`src/hdl/issue_pkg.sv`:
```
/*
 * Shared sizes and field types of the two-warp SIMT issue stage.
 * Imported by every module that carries instruction fields or counts entries.
 */
package issue_pkg;

    // ########################################################################
    // Sizes
    // ########################################################################

    // Warps sharing one dispatch port
    localparam int unsigned NUM_WARPS    = 2;
    // Wait-buffer slots per warp
    localparam int unsigned WB_DEPTH     = 4;
    // Source operands per instruction
    localparam int unsigned NUM_OPERANDS = 2;
    // Result tags that can be in flight
    localparam int unsigned NUM_TAGS     = 8;

    // Field widths
    localparam int unsigned PC_W       = 32;
    localparam int unsigned ACT_MASK_W = 32;
    localparam int unsigned REG_IDX_W  = 6;
    localparam int unsigned TAG_W      = $clog2(NUM_TAGS);
    localparam int unsigned WARP_IDX_W = $clog2(NUM_WARPS);
    localparam int unsigned WB_IDX_W   = $clog2(WB_DEPTH);

    // Credit count must reach WB_DEPTH itself
    localparam int unsigned CREDIT_W   = $clog2(WB_DEPTH + 1);

    // ########################################################################
    // Field types
    // ########################################################################

    typedef logic [PC_W-1:0]       pc_t;
    typedef logic [ACT_MASK_W-1:0] act_mask_t;
    typedef logic [TAG_W-1:0]      tag_t;
    typedef logic [REG_IDX_W-1:0]  reg_idx_t;
    typedef logic [WARP_IDX_W-1:0] warp_idx_t;
    typedef logic [WB_IDX_W-1:0]   wb_idx_t;

endpackage

```
`src/hdl/credit_counter.sv`:
```
/*
 * Free-slot counter of one warp's wait buffer.
 * Fetch takes a credit, dispatch gives one back; the fetcher sees a nonzero flag.
 */
`timescale 1ns/10ps

module credit_counter
    import issue_pkg::*;
(
    input  logic clk_i,
    input  logic arst_n_i,
    input  logic credit_take_i,
    input  logic credit_give_i,
    output logic credit_left_o
);

    // Number of free slots not yet promised to the fetcher
    logic [CREDIT_W-1:0] count_q;

    always_ff @(posedge clk_i or negedge arst_n_i) begin
        if (!arst_n_i) begin
            // All slots free after reset
            count_q <= CREDIT_W'(WB_DEPTH);
        end else if (credit_take_i && !credit_give_i) begin
            count_q <= count_q - 1'b1;
        end else if (credit_give_i && !credit_take_i) begin
            count_q <= count_q + 1'b1;
        end
        // Take and give together cancel out
    end

    // Fetcher may send another instruction
    assign credit_left_o = (count_q != '0);

endmodule

```
`src/hdl/rr_arbiter.sv`:
```
/*
 * Fair round-robin arbiter with a valid/ready output side.
 * The choice is held under back-pressure; the grant fires on an accepted transfer.
 */
`timescale 1ns/10ps

module rr_arbiter #(
    parameter int unsigned NUM_REQ = 4
) (
    input  logic                       clk_i,
    input  logic                       arst_n_i,
    input  logic [NUM_REQ-1:0]         req_i,
    input  logic                       ready_i,
    output logic                       valid_o,
    output logic [NUM_REQ-1:0]         gnt_o,
    output logic [$clog2(NUM_REQ)-1:0] idx_o
);

    localparam int unsigned IDX_W = $clog2(NUM_REQ);

    // Requester with the highest priority next round
    logic [IDX_W-1:0] ptr_q;
    // Held choice while the consumer stalls
    logic             lock_q;
    logic [IDX_W-1:0] lock_idx_q;
    // Fresh choice from the pointer
    logic [IDX_W-1:0] pick_idx;
    logic             xfer;

    // ########################################################################
    // Choice
    // ########################################################################

    // First request at or after the pointer, wrapping around
    always_comb begin
        int  cand;
        logic found;
        pick_idx = '0;
        found    = 1'b0;
        for (int i = 0; i < NUM_REQ; i++) begin
            cand = (int'(ptr_q) + i) % NUM_REQ;
            if (!found && req_i[cand]) begin
                pick_idx = IDX_W'(cand);
                found    = 1'b1;
            end
        end
    end

    // Requests never drop before their grant, so a held index stays requested
    assign valid_o = |req_i;
    assign idx_o   = lock_q ? lock_idx_q : pick_idx;
    assign xfer    = valid_o && ready_i;

    // One-hot grant only when the transfer completes
    always_comb begin
        gnt_o = '0;
        if (xfer) begin
            gnt_o[idx_o] = 1'b1;
        end
    end

    // ########################################################################
    // State
    // ########################################################################

    always_ff @(posedge clk_i or negedge arst_n_i) begin
        if (!arst_n_i) begin
            ptr_q      <= '0;
            lock_q     <= 1'b0;
            lock_idx_q <= '0;
        end else begin
            // Stall keeps the current choice for the next cycle
            lock_q     <= valid_o && !ready_i;
            lock_idx_q <= idx_o;
            // Winner drops to lowest priority
            if (xfer) begin
                ptr_q <= (idx_o == IDX_W'(NUM_REQ - 1)) ? '0 : idx_o + 1'b1;
            end
        end
    end

endmodule

```
`src/hdl/wait_buffer.sv`:
```
/*
 * Per-warp buffer of decoded instructions waiting for their source tags.
 * Woken entries are offered round-robin on a valid/ready dispatch port.
 */
`timescale 1ns/10ps

module wait_buffer
    import issue_pkg::*;
(
    input  logic                            clk_i,
    input  logic                            arst_n_i,
    // Fetcher
    input  logic                            fe_handshake_i,
    output logic                            ib_space_available_o,
    // Decoder
    output logic                            wb_ready_o,
    input  logic                            dec_valid_i,
    input  pc_t                             dec_pc_i,
    input  act_mask_t                       dec_act_mask_i,
    input  tag_t                            dec_tag_i,
    input  reg_idx_t                        dec_dst_reg_i,
    input  logic     [NUM_OPERANDS-1:0]     dec_operands_ready_i,
    input  tag_t     [NUM_OPERANDS-1:0]     dec_operand_tags_i,
    input  reg_idx_t [NUM_OPERANDS-1:0]     dec_operands_i,
    // Execution units
    input  logic                            eu_valid_i,
    input  tag_t                            eu_tag_i,
    // Operand collector
    input  logic                            opc_ready_i,
    output logic                            disp_valid_o,
    output tag_t                            disp_tag_o,
    output pc_t                             disp_pc_o,
    output act_mask_t                       disp_act_mask_o,
    output reg_idx_t                        disp_dst_o,
    output reg_idx_t [NUM_OPERANDS-1:0]     disp_operands_o
);

    // ########################################################################
    // Entry storage
    // ########################################################################

    logic [WB_DEPTH-1:0]                valid_q;
    pc_t                                pc_q       [WB_DEPTH];
    act_mask_t                          act_mask_q [WB_DEPTH];
    tag_t                               tag_q      [WB_DEPTH];
    reg_idx_t                           dst_q      [WB_DEPTH];
    logic     [NUM_OPERANDS-1:0]        opnd_rdy_q [WB_DEPTH];
    tag_t     [NUM_OPERANDS-1:0]        opnd_tag_q [WB_DEPTH];
    reg_idx_t [NUM_OPERANDS-1:0]        opnd_reg_q [WB_DEPTH];

    logic    [WB_DEPTH-1:0]             inst_ready;
    logic    [WB_DEPTH-1:0]             arb_gnt;
    wb_idx_t                            arb_idx;
    wb_idx_t                            ins_idx;
    logic                               ins_en;

    // Free-slot credits towards the fetcher
    credit_counter i_credit_counter (
        .clk_i         (clk_i),
        .arst_n_i      (arst_n_i),
        .credit_take_i (fe_handshake_i),
        .credit_give_i (|arb_gnt),
        .credit_left_o (ib_space_available_o)
    );

    // Room while any slot is free
    assign wb_ready_o = ~&valid_q;
    assign ins_en     = dec_valid_i && wb_ready_o;

    // Lowest free slot takes the next instruction
    always_comb begin
        ins_idx = '0;
        for (int e = WB_DEPTH - 1; e >= 0; e--) begin
            if (!valid_q[e]) begin
                ins_idx = wb_idx_t'(e);
            end
        end
    end

    // ########################################################################
    // Entry update
    // ########################################################################

    always_ff @(posedge clk_i or negedge arst_n_i) begin
        if (!arst_n_i) begin
            valid_q <= '0;
        end else begin
            for (int e = 0; e < WB_DEPTH; e++) begin
                // Insert targets a free slot, grant a used one
                if (ins_en && ins_idx == wb_idx_t'(e)) begin
                    valid_q[e] <= 1'b1;
                end else if (arb_gnt[e]) begin
                    valid_q[e] <= 1'b0;
                end
            end
        end
    end

    always_ff @(posedge clk_i) begin
        for (int e = 0; e < WB_DEPTH; e++) begin
            if (ins_en && ins_idx == wb_idx_t'(e)) begin
                pc_q[e]       <= dec_pc_i;
                act_mask_q[e] <= dec_act_mask_i;
                tag_q[e]      <= dec_tag_i;
                dst_q[e]      <= dec_dst_reg_i;
                opnd_rdy_q[e] <= dec_operands_ready_i;
                opnd_tag_q[e] <= dec_operand_tags_i;
                opnd_reg_q[e] <= dec_operands_i;
            end else if (eu_valid_i && valid_q[e]) begin
                // Wakeup of operands waiting on the broadcast tag
                for (int o = 0; o < NUM_OPERANDS; o++) begin
                    if (!opnd_rdy_q[e][o] && opnd_tag_q[e][o] == eu_tag_i) begin
                        opnd_rdy_q[e][o] <= 1'b1;
                    end
                end
            end
        end
    end

    // ########################################################################
    // Dispatch
    // ########################################################################

    // Valid with every source available
    always_comb begin
        for (int e = 0; e < WB_DEPTH; e++) begin
            inst_ready[e] = valid_q[e] && (&opnd_rdy_q[e]);
        end
    end

    rr_arbiter #(
        .NUM_REQ (WB_DEPTH)
    ) i_entry_arb (
        .clk_i    (clk_i),
        .arst_n_i (arst_n_i),
        .req_i    (inst_ready),
        .ready_i  (opc_ready_i),
        .valid_o  (disp_valid_o),
        .gnt_o    (arb_gnt),
        .idx_o    (arb_idx)
    );

    // Fields straight from the chosen registered entry
    assign disp_pc_o       = pc_q[arb_idx];
    assign disp_act_mask_o = act_mask_q[arb_idx];
    assign disp_tag_o      = tag_q[arb_idx];
    assign disp_dst_o      = dst_q[arb_idx];
    assign disp_operands_o = opnd_reg_q[arb_idx];

endmodule

```
`src/hdl/warp_issue_stage.sv`:
```
/*
 * Issue stage top for two warps sharing one operand-collector port.
 * Steers decoded instructions to their warp and arbitrates the warps for dispatch.
 */
`timescale 1ns/10ps

module warp_issue_stage
    import issue_pkg::*;
(
    input  logic                            clk_i,
    input  logic                            arst_n_i,
    // Fetcher
    input  logic     [NUM_WARPS-1:0]        fe_handshake_i,
    output logic     [NUM_WARPS-1:0]        ib_space_available_o,
    // Decoder
    output logic     [NUM_WARPS-1:0]        wb_ready_o,
    input  logic                            dec_valid_i,
    input  warp_idx_t                       dec_warp_i,
    input  pc_t                             dec_pc_i,
    input  act_mask_t                       dec_act_mask_i,
    input  tag_t                            dec_tag_i,
    input  reg_idx_t                        dec_dst_reg_i,
    input  logic     [NUM_OPERANDS-1:0]     dec_operands_ready_i,
    input  tag_t     [NUM_OPERANDS-1:0]     dec_operand_tags_i,
    input  reg_idx_t [NUM_OPERANDS-1:0]     dec_operands_i,
    // Execution units
    input  logic                            eu_valid_i,
    input  tag_t                            eu_tag_i,
    // Operand collector
    input  logic                            opc_ready_i,
    output logic                            disp_valid_o,
    output warp_idx_t                       disp_warp_o,
    output tag_t                            disp_tag_o,
    output pc_t                             disp_pc_o,
    output act_mask_t                       disp_act_mask_o,
    output reg_idx_t                        disp_dst_o,
    output reg_idx_t [NUM_OPERANDS-1:0]     disp_operands_o
);

    // Per-warp dispatch candidates
    logic     [NUM_WARPS-1:0]           wb_disp_valid;
    logic     [NUM_WARPS-1:0]           warp_gnt;
    warp_idx_t                          warp_idx;
    tag_t                               wb_tag      [NUM_WARPS];
    pc_t                                wb_pc       [NUM_WARPS];
    act_mask_t                          wb_act_mask [NUM_WARPS];
    reg_idx_t                           wb_dst      [NUM_WARPS];
    reg_idx_t [NUM_OPERANDS-1:0]        wb_operands [NUM_WARPS];

    // ########################################################################
    // Warp buffers
    // ########################################################################

    for (genvar w = 0; w < NUM_WARPS; w++) begin : gen_warp
        wait_buffer i_wait_buffer (
            .clk_i                (clk_i),
            .arst_n_i             (arst_n_i),
            .fe_handshake_i       (fe_handshake_i[w]),
            .ib_space_available_o (ib_space_available_o[w]),
            .wb_ready_o           (wb_ready_o[w]),
            // Strobe only for the addressed warp
            .dec_valid_i          (dec_valid_i && (dec_warp_i == warp_idx_t'(w))),
            .dec_pc_i             (dec_pc_i),
            .dec_act_mask_i       (dec_act_mask_i),
            .dec_tag_i            (dec_tag_i),
            .dec_dst_reg_i        (dec_dst_reg_i),
            .dec_operands_ready_i (dec_operands_ready_i),
            .dec_operand_tags_i   (dec_operand_tags_i),
            .dec_operands_i       (dec_operands_i),
            // Broadcast reaches every warp
            .eu_valid_i           (eu_valid_i),
            .eu_tag_i             (eu_tag_i),
            // Ready only for the warp that wins the port
            .opc_ready_i          (opc_ready_i && warp_gnt[w]),
            .disp_valid_o         (wb_disp_valid[w]),
            .disp_tag_o           (wb_tag[w]),
            .disp_pc_o            (wb_pc[w]),
            .disp_act_mask_o      (wb_act_mask[w]),
            .disp_dst_o           (wb_dst[w]),
            .disp_operands_o      (wb_operands[w])
        );
    end

    // ########################################################################
    // Warp arbitration
    // ########################################################################

    rr_arbiter #(
        .NUM_REQ (NUM_WARPS)
    ) i_warp_arb (
        .clk_i    (clk_i),
        .arst_n_i (arst_n_i),
        .req_i    (wb_disp_valid),
        .ready_i  (opc_ready_i),
        .valid_o  (disp_valid_o),
        .gnt_o    (warp_gnt),
        .idx_o    (warp_idx)
    );

    // Winning warp drives the shared port
    assign disp_warp_o     = warp_idx;
    assign disp_tag_o      = wb_tag[warp_idx];
    assign disp_pc_o       = wb_pc[warp_idx];
    assign disp_act_mask_o = wb_act_mask[warp_idx];
    assign disp_dst_o      = wb_dst[warp_idx];
    assign disp_operands_o = wb_operands[warp_idx];

endmodule

```
`config.mk`:
```
export PLATFORM = sky130hd
export DESIGN_NAME = warp_issue_stage
export DESIGN_NICKNAME = d
export VERILOG_FILES = /design/src/hdl/issue_pkg.sv /design/src/hdl/credit_counter.sv /design/src/hdl/rr_arbiter.sv /design/src/hdl/wait_buffer.sv /design/src/hdl/warp_issue_stage.sv
export SDC_FILE = /design/constraint.sdc
export NUM_CORES = 1
export LEC_CHECK = 0
export BUFFER_PORTS_ARGS = -buffer_cell sky130_fd_sc_hd__buf_2
export CAP_MARGIN = 30
export CORE_MARGIN = 2
export CORE_UTILIZATION = 66
export DETAILED_ROUTE_END_ITERATION = 8
export PLACE_DENSITY = 0.83
export SYNTH_ARGS = -nofsm -noshare
export SYNTH_HDL_FRONTEND = slang
export SYNTH_SLANG_ARGS = --single-unit
```
`constraint.sdc`:
```
create_clock -name clk_i -period 34.4 [get_ports clk_i]
set_input_delay 3.44 -clock clk_i [delete_from_list [all_inputs] [get_ports clk_i]]
set_output_delay 3.44 -clock clk_i [all_outputs]
set_load 0.01 [all_outputs]
```
* Yosys cells after proc, flatten, opt, wreduce, memory -nomap -nowiden *
Memory sizes are Yosys's and may differ from the RTL's.
Index checks and enable logic that the tools add are counted.

cells by class
  bitwise logic cells = 18
  add/subtract/negate cells = 14
  reductions and logical operators = 163
  mux-type cells = 299
  order comparisons = 17
  equal/unequal tests = 24

operators with widths
  cell                   count
  $mux W32               18
  $reduce_or A32 Y1      12
  $mux W1                174
  $mux W2                57
  $mux W12               9
  $mux W6                15
  $reduce_or A12 Y1      6
  $reduce_or A6 Y1       12
  $logic_and A1 B1 Y1    66
  $eq A3 B3 Y1           16
  $mux W3                13
  $logic_not A1 Y1       32
  $lt A2 B3 Y1 const B   10
  $reduce_bool A2 Y1     10
  $reduce_or A3 Y1       6
  $bmux W1 S2            8
  $or A1 B1 Y1           16
  $reduce_and A2 Y1      8
  $reduce_or A4 Y1       4
  $eq A2 B2 Y1 const B   6
  $add A2 B1 Y2 const B  4
  $add A2 B2 Y2 const B  4
  $mux W4                2
  $reduce_and A4 Y1      2
  15 further kinds       25

word-level totals
  output and inout bits = 91
  bits of input ports = 104
  logic and storage cells = 568
  memories kept = 14
  RAM bits = 744
  bits in registers = 27

memory list
  name                                  words  width  rd ports  clocked after Yosys merged registers in  write ports  RTL line           text
  gen_warp[0].i_wait_buffer.act_mask_q  4      32     1         0                                        1            wait_buffer.sv:44  act_mask_t act_mask_q [WB_DEPTH];
  gen_warp[0].i_wait_buffer.pc_q        4      32     1         0                                        1            wait_buffer.sv:43  pc_t pc_q [WB_DEPTH];
  gen_warp[1].i_wait_buffer.act_mask_q  4      32     1         0                                        1            wait_buffer.sv:44
  gen_warp[1].i_wait_buffer.pc_q        4      32     1         0                                        1            wait_buffer.sv:43
  gen_warp[0].i_wait_buffer.opnd_reg_q  4      12     1         0                                        1            wait_buffer.sv:49  reg_idx_t [NUM_OPERANDS-1:0] opnd_reg_q [WB_DEPTH];
  gen_warp[1].i_wait_buffer.opnd_reg_q  4      12     1         0                                        1            wait_buffer.sv:49
  8 more memories                       --     --     --        --                                       --           --

* Logic depth before layout (Yosys ltp) *
Gate-level depths: netlist of run 1.
An unclocked memory read counts as a cell.

  depth in word-level cells = 25
  mapped depth = 17

* By module *
A second synthesis of run 1 with hierarchy kept.

unflattened totals
  cells, all modules = 1337
  area, all modules = 29982.5 um^2

by module, submodules not included
  module                                                   area each (um^2)  instances  cells each  seq. area each (um^2)
  wait_buffer at gen_warp[0].i_wait_buffer                 13842.0           1          560         11250.8
  wait_buffer at gen_warp[1].i_wait_buffer                 13832.0           1          560         11250.8
  warp_issue_stage                                         1061.0            1          98          0.0
  rr_arbiter at gen_warp[0].i_wait_buffer.i_entry_arb ...  371.6             2          37          125.1
  credit_counter                                           160.2             2          12          76.3
  rr_arbiter at i_warp_arb                                 183.9             1          21          75.1

* Worst setup path after synthesis of run 1 *
OpenSTA, ideal clock, no wires.

  path kind = input to register
  from = input dec_valid_i
  to = memory gen_warp[1].i_wait_buffer.opnd_rdy_q[3][0], enable pin
  path slack = 20.169 ns
  data arrival time = 13.894 ns
  data required time = 34.064 ns
  cell stages on the path = 3
  library setup time = 0.336 ns
  cells stage by stage = nand2_1 > nor4b_1 > or2_2

RTL lines
  item                RTL line                text
  start: declaration  warp_issue_stage.sv:17  input logic dec_valid_i,
  end: declaration    wait_buffer.sv:47       logic [NUM_OPERANDS-1:0] opnd_rdy_q [WB_DEPTH];

* Worst setup path in the final report of run 1 *
  from = register gen_warp[1].i_wait_buffer.valid_q[2]
  to = output disp_act_mask_o[12]

between the ends
  word-level cells in the longest chain between the ends = 18

RTL lines
  item                                           RTL line                 text
  start: declaration                             wait_buffer.sv:42        logic [WB_DEPTH-1:0] valid_q;
  start signal: assignment                       wait_buffer.sv:86        valid_q <= '0;
  start signal: indexed assignment               wait_buffer.sv:91        valid_q[e] <= 1'b1;
  start signal: indexed assignment               wait_buffer.sv:93        valid_q[e] <= 1'b0;
  $logic_and A1 B1 Y1 *                          wait_buffer.sv:127       inst_ready[e] = valid_q[e] && (&opnd_rdy_q[e]);
  $bmux W1 S2                                    rr_arbiter.sv:42         if (!found && req_i[cand]) begin
  $mux W1 (not written as such)                  rr_arbiter.sv:42
  $mux W1                                        rr_arbiter.sv:42
  $logic_not A1 Y1                               rr_arbiter.sv:42
  $logic_and A1 B1 Y1                            rr_arbiter.sv:42
  $mux W1                                        rr_arbiter.sv:42
  $logic_not A1 Y1                               rr_arbiter.sv:42
  $logic_and A1 B1 Y1                            rr_arbiter.sv:42
  $mux W1                                        rr_arbiter.sv:42
  $logic_not A1 Y1                               rr_arbiter.sv:42
  $logic_and A1 B1 Y1                            rr_arbiter.sv:42
  $mux W2                                        rr_arbiter.sv:42
  $mux W2                                        rr_arbiter.sv:51         assign idx_o = lock_q ? lock_idx_q : pick_idx;
  $mem_v2 Z4 W32                                 --
  $mux W32 (not written as such) * (3 in a row)  warp_issue_stage.sv:104  assign disp_act_mask_o = wb_act_mask[warp_idx];
  end: declaration                               warp_issue_stage.sv:35   output act_mask_t disp_act_mask_o,

Mark *: on every way between the ends. The rest lies on a longest branch, timed or not. The select of a mux whose other input is x is not followed.

==> results of run 1 <==
==> critical path: stages (launching register included) <==
cell and delay [ns]:
dfrtp_1 0.44, nand3_1 0.24, o221ai_1 0.37, a221oi_4 0.12
buf_12 0.30, nor2_4 0.89, buf_4 0.73, buf_4 0.30
buf_16 0.34, a211oi_1 0.14, o311ai_1 0.54, buf_2 0.24
==> layout by cell type (no fill, tap or decap), types with 7 or more instances in the layout <==
master,Yosys,routed
edfxtp_1,740,740
buf_2,53,194
and3_1,177,177
o211ai_1,172,172
a21boi_0,171,171
o21a_1,170,170
a211oi_1,141,141
o311ai_1,85,85
clkbuf_16,0,79
nand2_1,34,34
xnor2_1,31,31
a211oi_2,30,30
buf_4,6,26
dfrtp_1,25,25
xor2_1,23,23
clkinv_2,0,19
clkinv_1,0,18
inv_1,18,15
or2_2,14,14
clkbuf_1,136,14
nand3_1,11,11
a21oi_1,10,10
o21ai_0,10,10
nor2_1,11,9
nor4_1,7,7
==> state kept, by name, summed over array words and instances (netlist names) <==
name	cells
gen_warp.i_wait_buffer.opnd_rdy_q	16
gen_warp.i_wait_buffer.tag_q	24
gen_warp.i_wait_buffer.pc_q	256
i_warp_arb.ptr_q	1
gen_warp.i_wait_buffer.i_credit_counter.count_q	6
gen_warp.i_wait_buffer.valid_q	8
gen_warp.i_wait_buffer.i_entry_arb.lock_idx_q	4
gen_warp.i_wait_buffer.i_entry_arb.ptr_q	4
gen_warp.i_wait_buffer.opnd_tag_q	48
gen_warp.i_wait_buffer.opnd_reg_q	96
i_warp_arb.lock_q	1
i_warp_arb.lock_idx_q	1
gen_warp.i_wait_buffer.act_mask_q	256
gen_warp.i_wait_buffer.dst_q	48
gen_warp.i_wait_buffer.i_entry_arb.lock_q	2
==> stage by stage <==
step | power [uW] | cell area [um^2]
3_3_place_gp | 2480 | 33940
2_1_floorplan | 2069 | 32720
5_1_grt | 3440 | 36370
4_1_cts | 3293 | 36290
6_report | 3298 | 36380
3_5_place_dp | 2529 | 34020
==> per-layer routing <==
metal,vias to the layer above,wire (um),part of all wire [%],GRT usage [%]
li1,9003,-,-,-
met1,10206,29980,39,41.52
met2,1094,37610,49,48.46
met3,167,7130,9.3,6.155
met4,10,2111,2.7,10.36
met5,-,70,0.091,0
==> how the worst max path moves through the flow <==
| stage | endpoint | slack (ns) | cells after the start |
|---|---|---|---|
| after floorplan | gen_warp[1].i_wait_buffer.opnd_rdy_q[3][0] | 20.17 | 3 |
| after detailed placement | disp_act_mask_o[12] | 25.88 | 10 |
| after CTS | disp_act_mask_o[12] | 25.20 | 10 |
| after global routing | disp_act_mask_o[12] | 25.24 | 11 |
| after global placement | disp_act_mask_o[20] | 25.98 | 10 |
| final | disp_act_mask_o[12] | 25.55 | 11 |
==> kinds of logic after synthesis <==
group	after synthesis
compound gates	821
flops	771
simple gates	287
buf+inv	232
xor+xnor	54
fa+ha+maj	6
mux	4
==> power breakdown <==
group          switching [uW]  internal, uW
clock network             339           428
registers                38.9          1130
logic                     909           449
==> cell type report <==
cell class	instances	area (um^2)	share of cell area, %
multi-input combinational	1172	8812	24.23
tap	664	830.8	2.284
clock inverter	42	224.0	0.6157
inverter	22	95.09	0.2614
timing repair buffer	229	1376	3.784
antenna	6	15.01	0.04128
sequential	771	22980	63.17
clock buffer	94	2043	5.617
==> impl_metrics.json, run 1 <==
{
  "cp.arrival_ns": 5.41,
  "drt_iter0_markers": 2356,
  "clock-sinks": 771,
  "rr_startpoint": "gen_warp[1].i_wait_buffer.valid_q[2]",
  "hold_depth": 1,
  "yosys_warnings": 0,
  "ys_seq_area_share_pct": 70.24,
  "synth_cell_types": 61,
  "synth-main-ff-cell": "edfxtp_1",
  "synth_compound_area_share_pct": 19.63,
  "power_density_nw_per_um2": 90.65,
  "antenna_found_initial": 13,
  "syn_area_um2": 32720,
  "slew_violations": 102,
  "place.port_buffers": 194,
  "htree_levels": 3,
  "grt_pass1_wl_mm": 117.1,
  "ant_nets": 0,
  "grt_pass1_vias": 20073,
  "hold_class": "reg2reg",
  "synth_xor_area_share_pct": 1.446,
  "synth.largest_area_cell": "edfxtp_1",
  "vdd_ir_drop_max_mv": 0.07021,
  "final_cell_count_no_fill": 3000,
  "endpoint_kind": "output port",
  "max_clock_freq_mhz": 113.0,
  "area_growth_pct": 11.19,
  "fin_setup_tns_ns": 0,
  "violations": "max-slew violations",
  "core-area_um2": 48950,
  "async_flop_share_pct": 3.502,
  "setup_viol": 0,
  "syn_nets": 2285,
  "period_share_pct": 25.73,
  "viasPerCell": 6.827,
  "routed_wl_mm": 76.91,
  "die_h_um": 226.6,
  "final-hold-violation-count": 0,
  "clkTransAtPathRegs_ns": 0.06,
  "nNetsFinal": 2382,
  "grt_start_max_net_pins": 343,
  "critPathKind": "reg2out",
  "cts_buffers": 76,
  "dr.pass1.iters": 5,
  "num_vias": 20480,
  "ctsLongestPathBuffers": 3,
  "maxCapViolCount": 0,
  "track_usage_pct": 30.12,
  "drc_errors": 0,
  "gp_congestion": 0.8319,
  "fillers": 2877,
  "r2r_cells": 14,
  "ios": 195,
  "slew-limit-headroom_pct": -6.064,
  "cts_tree": "yes",
  "path_max_fanout": 171,
  "ys_seq_elements": 771,
  "setup_slack_ns": 25.55,
  "muxShareOfSynthArea_pct": 0.1339,
  "worst_pin_slew_ns": 1.591,
  "post_cts_resized": 0,
  "final_layout_size_suffix_gt1_share_pct": 17.47,
  "startpoint_type": "register",
  "avgSynthCellArea_um2": 15.04,
  "whs_ns": 0.5202,
  "synth_top_area_share_pct": 67.92,
  "status": "complete, but fails checks",
  "critPathRequiredTime_ns": 30.96,
  "synth_top_family_by_area": "compound AO/OA/AOI/OAI gates",
  "cts_root_buf": "clkbuf_16",
  "syn-instance-count": 2175,
  "leakagePower_uw": 0.01213,
  "post-cts-setup-buffers": 0,
  "yosys-top-cells-count": "edfxtp_1, and3_1, o211ai_1",
  "crit_start": "gen_warp[1].i_wait_buffer.valid_q[2]",
  "overflow": 0,
  "reg2reg_slack_ns": 29.88,
  "fp-row-count": 81,
  "netlist_top_cells_area": "edfxtp_1, o211ai_1, a21boi_0, o21a_1, and3_1",
  "routedWlPerCell_um": 25.64,
  "yosys.area_share.adder_pct": 0.2754,
  "dieArea_um2": 51370,
  "hpwl_mm": 40.05,
  "finalCriticalPeriod_ns": 8.849,
  "yosys.area_share.simple_pct": 5.186,
  "die_x_um": 226.6,
  "grt_setup_unrepaired": "no",
  "synth_edf_count": 740,
  "hold_buffers": 0,
  "start_util_pct": 66.84,
  "place_inst": 2855,
  "insertion_delay_ns": 0.62,
  "skew_ns": 0.02164,
  "post-route-util_pct": 74.31,
  "synth.most_common_cell": "edfxtp_1",
  "pre_cts_ws_ns": 25.88
}
No activity file was read; power rests on OpenSTA's default activity.
==> run 2: changes to the inputs <==
Settings changed: CORE_UTILIZATION 66 to 55, PLACE_DENSITY 0.83 to 0.74.
Clock period 34.4 ns to 7.3 ns, I/O delays scaled along.
==> impl_metrics.json, run 2 (synthesis gave the netlist of run 1 again) <==
{
  "status": "completed",
  "post-cts-setup-buffers": 0,
  "hold_buffers": 0,
  "grt_setup_unrepaired": "no",
  "slew_violations": 0,
  "setup_viol": 0,
  "start_util_pct": 55.54,
  "grt_start_max_net_pins": 221,
  "hold_class": "in2async",
  "crit_path_top_delay_cell": "a221o_4",
  "post_cts_resized": 0,
  "max_stage_delay_ns": 0.63,
  "grt_pass1_vias": 20085,
  "multi_input_area_um2": 8833,
  "final-hold-violation-count": 0,
  "nNetsFinal": 2388,
  "core-area_um2": 58910,
  "cp_top_family": "buffers and inverters",
  "setup_slack_ns": 2.087,
  "antenna_found_initial": 14,
  "place.port_buffers": 194,
  "p_switching_uw": 6127,
  "fp-row-count": 89,
  "period_share_pct": 71.41,
  "internal-power_uw": 9590,
  "crit_buf_inv": 3,
  "viasPerCell": 6.500,
  "dieArea_um2": 61450,
  "worst_pin_slew_ns": 1.000,
  "routedWlPerCell_um": 25.41,
  "grt_pass1_wl_mm": 120.3,
  "slew-limit-headroom_pct": 33.33,
  "clock-sinks": 771,
  "endpoint_kind": "output port",
  "path_max_fanout": 41,
  "die_x_um": 247.9,
  "htree_levels": 3,
  "drc_errors": 0,
  "ctsLongestPathBuffers": 3,
  "cts_tree": "yes",
  "overflow": 0,
  "layout_common_cells": "edfxtp_1, buf_2, and3_1",
  "seq_power_share_pct": 35.1,
  "area_growth_pct": 12.29,
  "drt_iter0_markers": 2094,
  "dr.pass1.iters": 7,
  "critPathRequiredTime_ns": 6.57,
  "power_density_nw_per_um2": 427.8,
  "max_clock_freq_mhz": 191.8,
  "cp_cell_sequence": "and3_1, and3_1, o21ai_0, a221o_4, inv_4, buf_4, a211oi_1, o311ai_1, buf_2",
  "num_vias": 20227,
  "cp.arrival_ns": 4.48,
  "ant_nets": 0,
  "finalCriticalPeriod_ns": 5.213,
  "die_h_um": 247.9,
  "p_clk_share_pct": 23.9,
  "cts_buffers": 77,
  "ios": 195,
  "fin_setup_tns_ns": 0,
  "swShare_pct": 38.98,
  "leakagePower_uw": 0.01223,
  "track_usage_pct": 25.76,
  "critPathKind": "reg2out",
  "final_common_cell": "edfxtp_1",
  "startpoint_type": "register",
  "final_layout_size_suffix_gt1_share_pct": 17.57,
  "pwr-share-comb_pct": 41.0,
  "gp_congestion": 0.8226,
  "fillers": 4175,
  "pre_cts_ws_ns": 2.788,
  "routed_wl_mm": 79.09,
  "insertion_delay_ns": 0.63,
  "seq_area_um2": 22980,
  "hpwl_mm": 41.77,
  "maxCapViolCount": 0,
  "clkTransAtPathRegs_ns": 0.06,
  "vdd_ir_drop_max_mv": 0.3420,
  "cts_root_buf": "clkbuf_16",
  "cp_common_cell": "and3_1",
  "top_regs": "gen_warp.i_wait_buffer.act_mask_q x256, gen_warp.i_wait_buffer.pc_q x256, gen_warp.i_wait_buffer.opnd_reg_q x96",
  "skew_ns": 0.02963
}
==> run 2: power groups by stage <==
stage                     Sequential, uW  Combinational, uW  Clock (uW)
after global placement              5590               6280           0
after global routing                5560               6980        3990
after CTS                           5520               6480        3810
after detailed placement            5610               6450           0
final                               5520               6440        3760
after floorplan                     5580               4160           0
==> run 2: stage by stage <==
stage                     hold slack (ns)  total power (uW)  instances  util [%]  cell area [um^2]
final                              0.1292             15720       3112     62.36             36740
after global placement             0.4787             11870       2965     58.00             34170
after floorplan                    0.4344              9737       2175         -             32730
after global routing               0.1660             16520       3110     62.35             36730
after CTS                          0.1255             15810       3105     62.25             36670
after detailed placement           0.4893             12060       2970     58.21             34290
==> run 2: per-layer routing <==
| metal | track usage (%) | up-vias | wire, um |
|---|---|---|---|
| met2 | 41.87 | 859 | 38680 |
| met3 | 5.980 | 147 | 6674 |
| met4 | 8.366 | 20 | 1663 |
| met5 | 0 | - | 133 |
| met1 | 34.53 | 10198 | 31930 |
| li1 | - | 9003 | - |
==> run 2: final timing paths <==
kind / to / slack, ns / startpoint / cells past startpoint
setup / recovery: disp_act_mask_o[7] / 2.09 / gen_warp[1].i_wait_buffer.valid_q[0] / 9
setup reg to reg: register / 3.19 / gen_warp[1].i_wait_buffer.valid_q[2] / 15
hold / removal: asynchronous set/reset pin / 0.13 / arst_n_i / 1
max in group asynchronous: gen_warp[0].i_wait_buffer.valid_q[2] / 6.71 / arst_n_i / 1
min in group clk_i: gen_warp[1].i_wait_buffer.i_entry_arb.lock_q / 0.35 / opc_ready_i / 2
hold reg to reg: register / 0.49 / register / 1
==> run 2: cell type report <==
| type | count | share of cell area, % |
|---|---|---|
| sequential | 771 | 62.55 |
| clock inverter | 44 | 1.001 |
| clock buffer | 91 | 5.470 |
| inverter | 22 | 0.2588 |
| tap | 773 | 2.633 |
| multi-input combinational | 1172 | 24.05 |
| timing repair buffer | 234 | 4.005 |
| antenna | 5 | 0.03406 |
==> run 3: changes to the inputs <==
Settings changed: ABC_AREA from default to 1, CORE_UTILIZATION 55 to 61, PLACE_DENSITY 0.74 to 0.78.
Clock period 7.3 ns to 5 ns, I/O delays scaled along.
==> impl_metrics.json, run 3 <==
{
  "routed_wl_mm": 86.60,
  "synth-main-ff-cell": "edfxtp_1",
  "post-route-util_pct": 68.83,
  "synth_cell_types": 43,
  "skew_ns": 0.02766,
  "start_util_pct": 61.74,
  "final_layout_size_suffix_gt1_share_pct": 11.36,
  "rr_startpoint": "gen_warp[0].i_wait_buffer.i_entry_arb.ptr_q[0]",
  "netlist_top_cells_area": "edfxtp_1, nand2_1, nand3_1, inv_1, dfrtp_1",
  "post-cts-setup-buffers": 0,
  "place.port_buffers": 194,
  "syn_nets": 3324,
  "syn_area_um2": 34020,
  "highest_layer": "met5",
  "fp-row-count": 86,
  "core-area_um2": 55090,
  "grt_pass1_vias": 24157,
  "place_inst": 4008,
  "synth_top_area_share_pct": 65.33,
  "synth_edf_count": 740,
  "ys_seq_area_share_pct": 67.56,
  "insertion_delay_ns": 0.63,
  "cts_tree": "yes",
  "grt_start_max_net_pins": 171,
  "setup_viol": 0,
  "ys_seq_elements": 771,
  "drt_iter0_markers": 2966,
  "grt_setup_unrepaired": "no",
  "dieArea_um2": 57670,
  "yosys_warnings": 0,
  "met2WireLength_mm": 41.56,
  "antenna_found_initial": 9,
  "crit_start": "gen_warp[0].i_wait_buffer.i_entry_arb.ptr_q[0]",
  "dr.pass1.iters": 6,
  "critPathRequiredTime_ns": 4.50,
  "drc_errors": 0,
  "worst_pin_slew_ns": 1.037,
  "critPathKind": "reg2out",
  "hold_class": "in2reg",
  "cp.arrival_ns": 4.17,
  "nNetsFinal": 3455,
  "finalCriticalPeriod_ns": 4.668,
  "num_vias": 24311,
  "syn-instance-count": 3214,
  "endpoint_kind": "output port",
  "viasPerCell": 5.847,
  "ios": 195,
  "yosys-top-cells-count": "nand2_1, edfxtp_1, nand3_1",
  "met3WireLength_mm": 9.173,
  "die_x_um": 240.1,
  "area_growth_pct": 11.48,
  "overflow": 0,
  "clock-sinks": 771,
  "ctsLongestPathBuffers": 3,
  "path_max_fanout": 50,
  "final_common_cell": "nand2_1",
  "cts_root_buf": "clkbuf_16",
  "period_share_pct": 93.35,
  "status": "completed",
  "track_usage_pct": 29.83,
  "grt_pass1_wl_mm": 131.1,
  "htree_levels": 3,
  "maxCapViolCount": 0,
  "final_cell_count_no_fill": 4158,
  "max_clock_freq_mhz": 214.2,
  "clkTransAtPathRegs_ns": 0.06,
  "routedWlPerCell_um": 20.83,
  "hp-start": "opc_ready_i",
  "layout_common_cells": "nand2_1, edfxtp_1, nand3_1",
  "startpoint_type": "register",
  "slew-limit-headroom_pct": 30.84,
  "ant_nets": 0,
  "final-hold-violation-count": 0,
  "met1_length_mm": 33.18,
  "slew_violations": 0,
  "cts_buffers": 78,
  "synth.largest_area_cell": "edfxtp_1",
  "die_h_um": 240.1,
  "synth.most_common_cell": "nand2_1",
  "hpwl_mm": 46.43,
  "top_regs": "gen_warp.i_wait_buffer.act_mask_q x256, gen_warp.i_wait_buffer.pc_q x256, gen_warp.i_wait_buffer.opnd_reg_q x96",
  "gp_congestion": 0.8803,
  "async_flop_share_pct": 3.502,
  "avgSynthCellArea_um2": 10.58
}
==> run 3: cell count changes after synthesis, sizes merged, moves of 73 or more <==
cell,previous run,this run
nand2,34,1184
nand3,13,555
inv,22,295
and3,177,0
o211ai,172,0
a211oi,171,0
a21boi,171,0
o21a,170,0
o311ai,85,0
nand3b,0,80
clkbuf,136,63
==> run 3: path summary, 6_finish.rpt <==
path                                                         to  slack [ns]  depth (start not counted)
max reg2reg                                            register        0.61                         15
min in group asynchronous  gen_warp[1].i_wait_buffer.valid_q[0]        0.44                          2
min reg2reg                                            register        0.47                          1
max                                         disp_act_mask_o[27]        0.33                         18
max in group asynchronous  gen_warp[0].i_wait_buffer.valid_q[0]        4.12                          2
min                                           i_warp_arb.lock_q        0.09                          2
==> run 3: area by class of cell <==
type / instances / area (um^2)
clock buffers: 98 / 2122
multi-input cells: 1960 / 8959
clock inverters: 44 / 345.3
flip-flops and latches: 771 / 22980
well taps: 748 / 935.9
fillers: 3911 / 17170
diodes: 3 / 7.507
inverters: 297 / 1136
repair buffers: 237 / 1435
==> run 3: logic make-up (layout without fill, tap and decap cells) <==
logic type / after synthesis / after routing / share of synthesized area (%)
and+or+nand+nor: 1869 / 1871 / 23.85
other: 0 / 3 / 0
buffers and inverters: 485 / 676 / 6.481
AOI/OAI and AO/OA: 36 / 36 / 0.6290
muxes: 1 / 1 / 0.03310
adders and majority gates: 6 / 6 / 0.2649
xor gates and xnor gates: 46 / 46 / 1.184
DFF: 771 / 771 / 67.56
==> run 3: per-stage QoR <==
step	hold slack (ns)	worst slack, ns	setup TNS [ns]	cell area, um^2
final	0.09251	0.3323	0	37920
after global routing	0.09498	0.03164	0	37920
after CTS	0.07135	0.02745	0	37830
after detailed placement	0.4701	0.6675	0	35350
after global placement	0.4619	0.8829	0	35310
after floorplan	0.2044	-0.004682	-0.009364	34030
==> run 3: timing repair <==
item / CTS / global route
endpoints found under the setup margin: 0 / 34
hold buffers: 1 / 0
hold endpoints to repair: 25 / 0
resized for setup: 0 / 1
==> run 3: layer usage <==
metal / track usage [%] / up-vias
met4: 11.99 / 10
met5: 0 / -
met2: 48.77 / 1428
met1: 39.74 / 11661
met3: 5.649 / 216
li1: - / 10996
==> run 3: critical path: stages (launching register included) <==
cell and delay, ns:
dfrtp_1 0.54, clkinv_4 0.15, nand2_1 0.10, nand2_1 0.11, nand2_1 0.10, nand2_2 0.07
nand2_1 0.06, nand2_1 0.05, nand2_1 0.11, nand3_4 0.59, nand2_8 0.54, buf_4 0.48
nand2_1 0.10, nand2_1 0.08, nand2_1 0.05, nand2_1 0.09, nand2_1 0.06, nand2_1 0.10
buf_2 0.13
Power of run 3 is not shown: default switching activity piles up to over one toggle a cycle in this logic, so the estimate is an artifact.
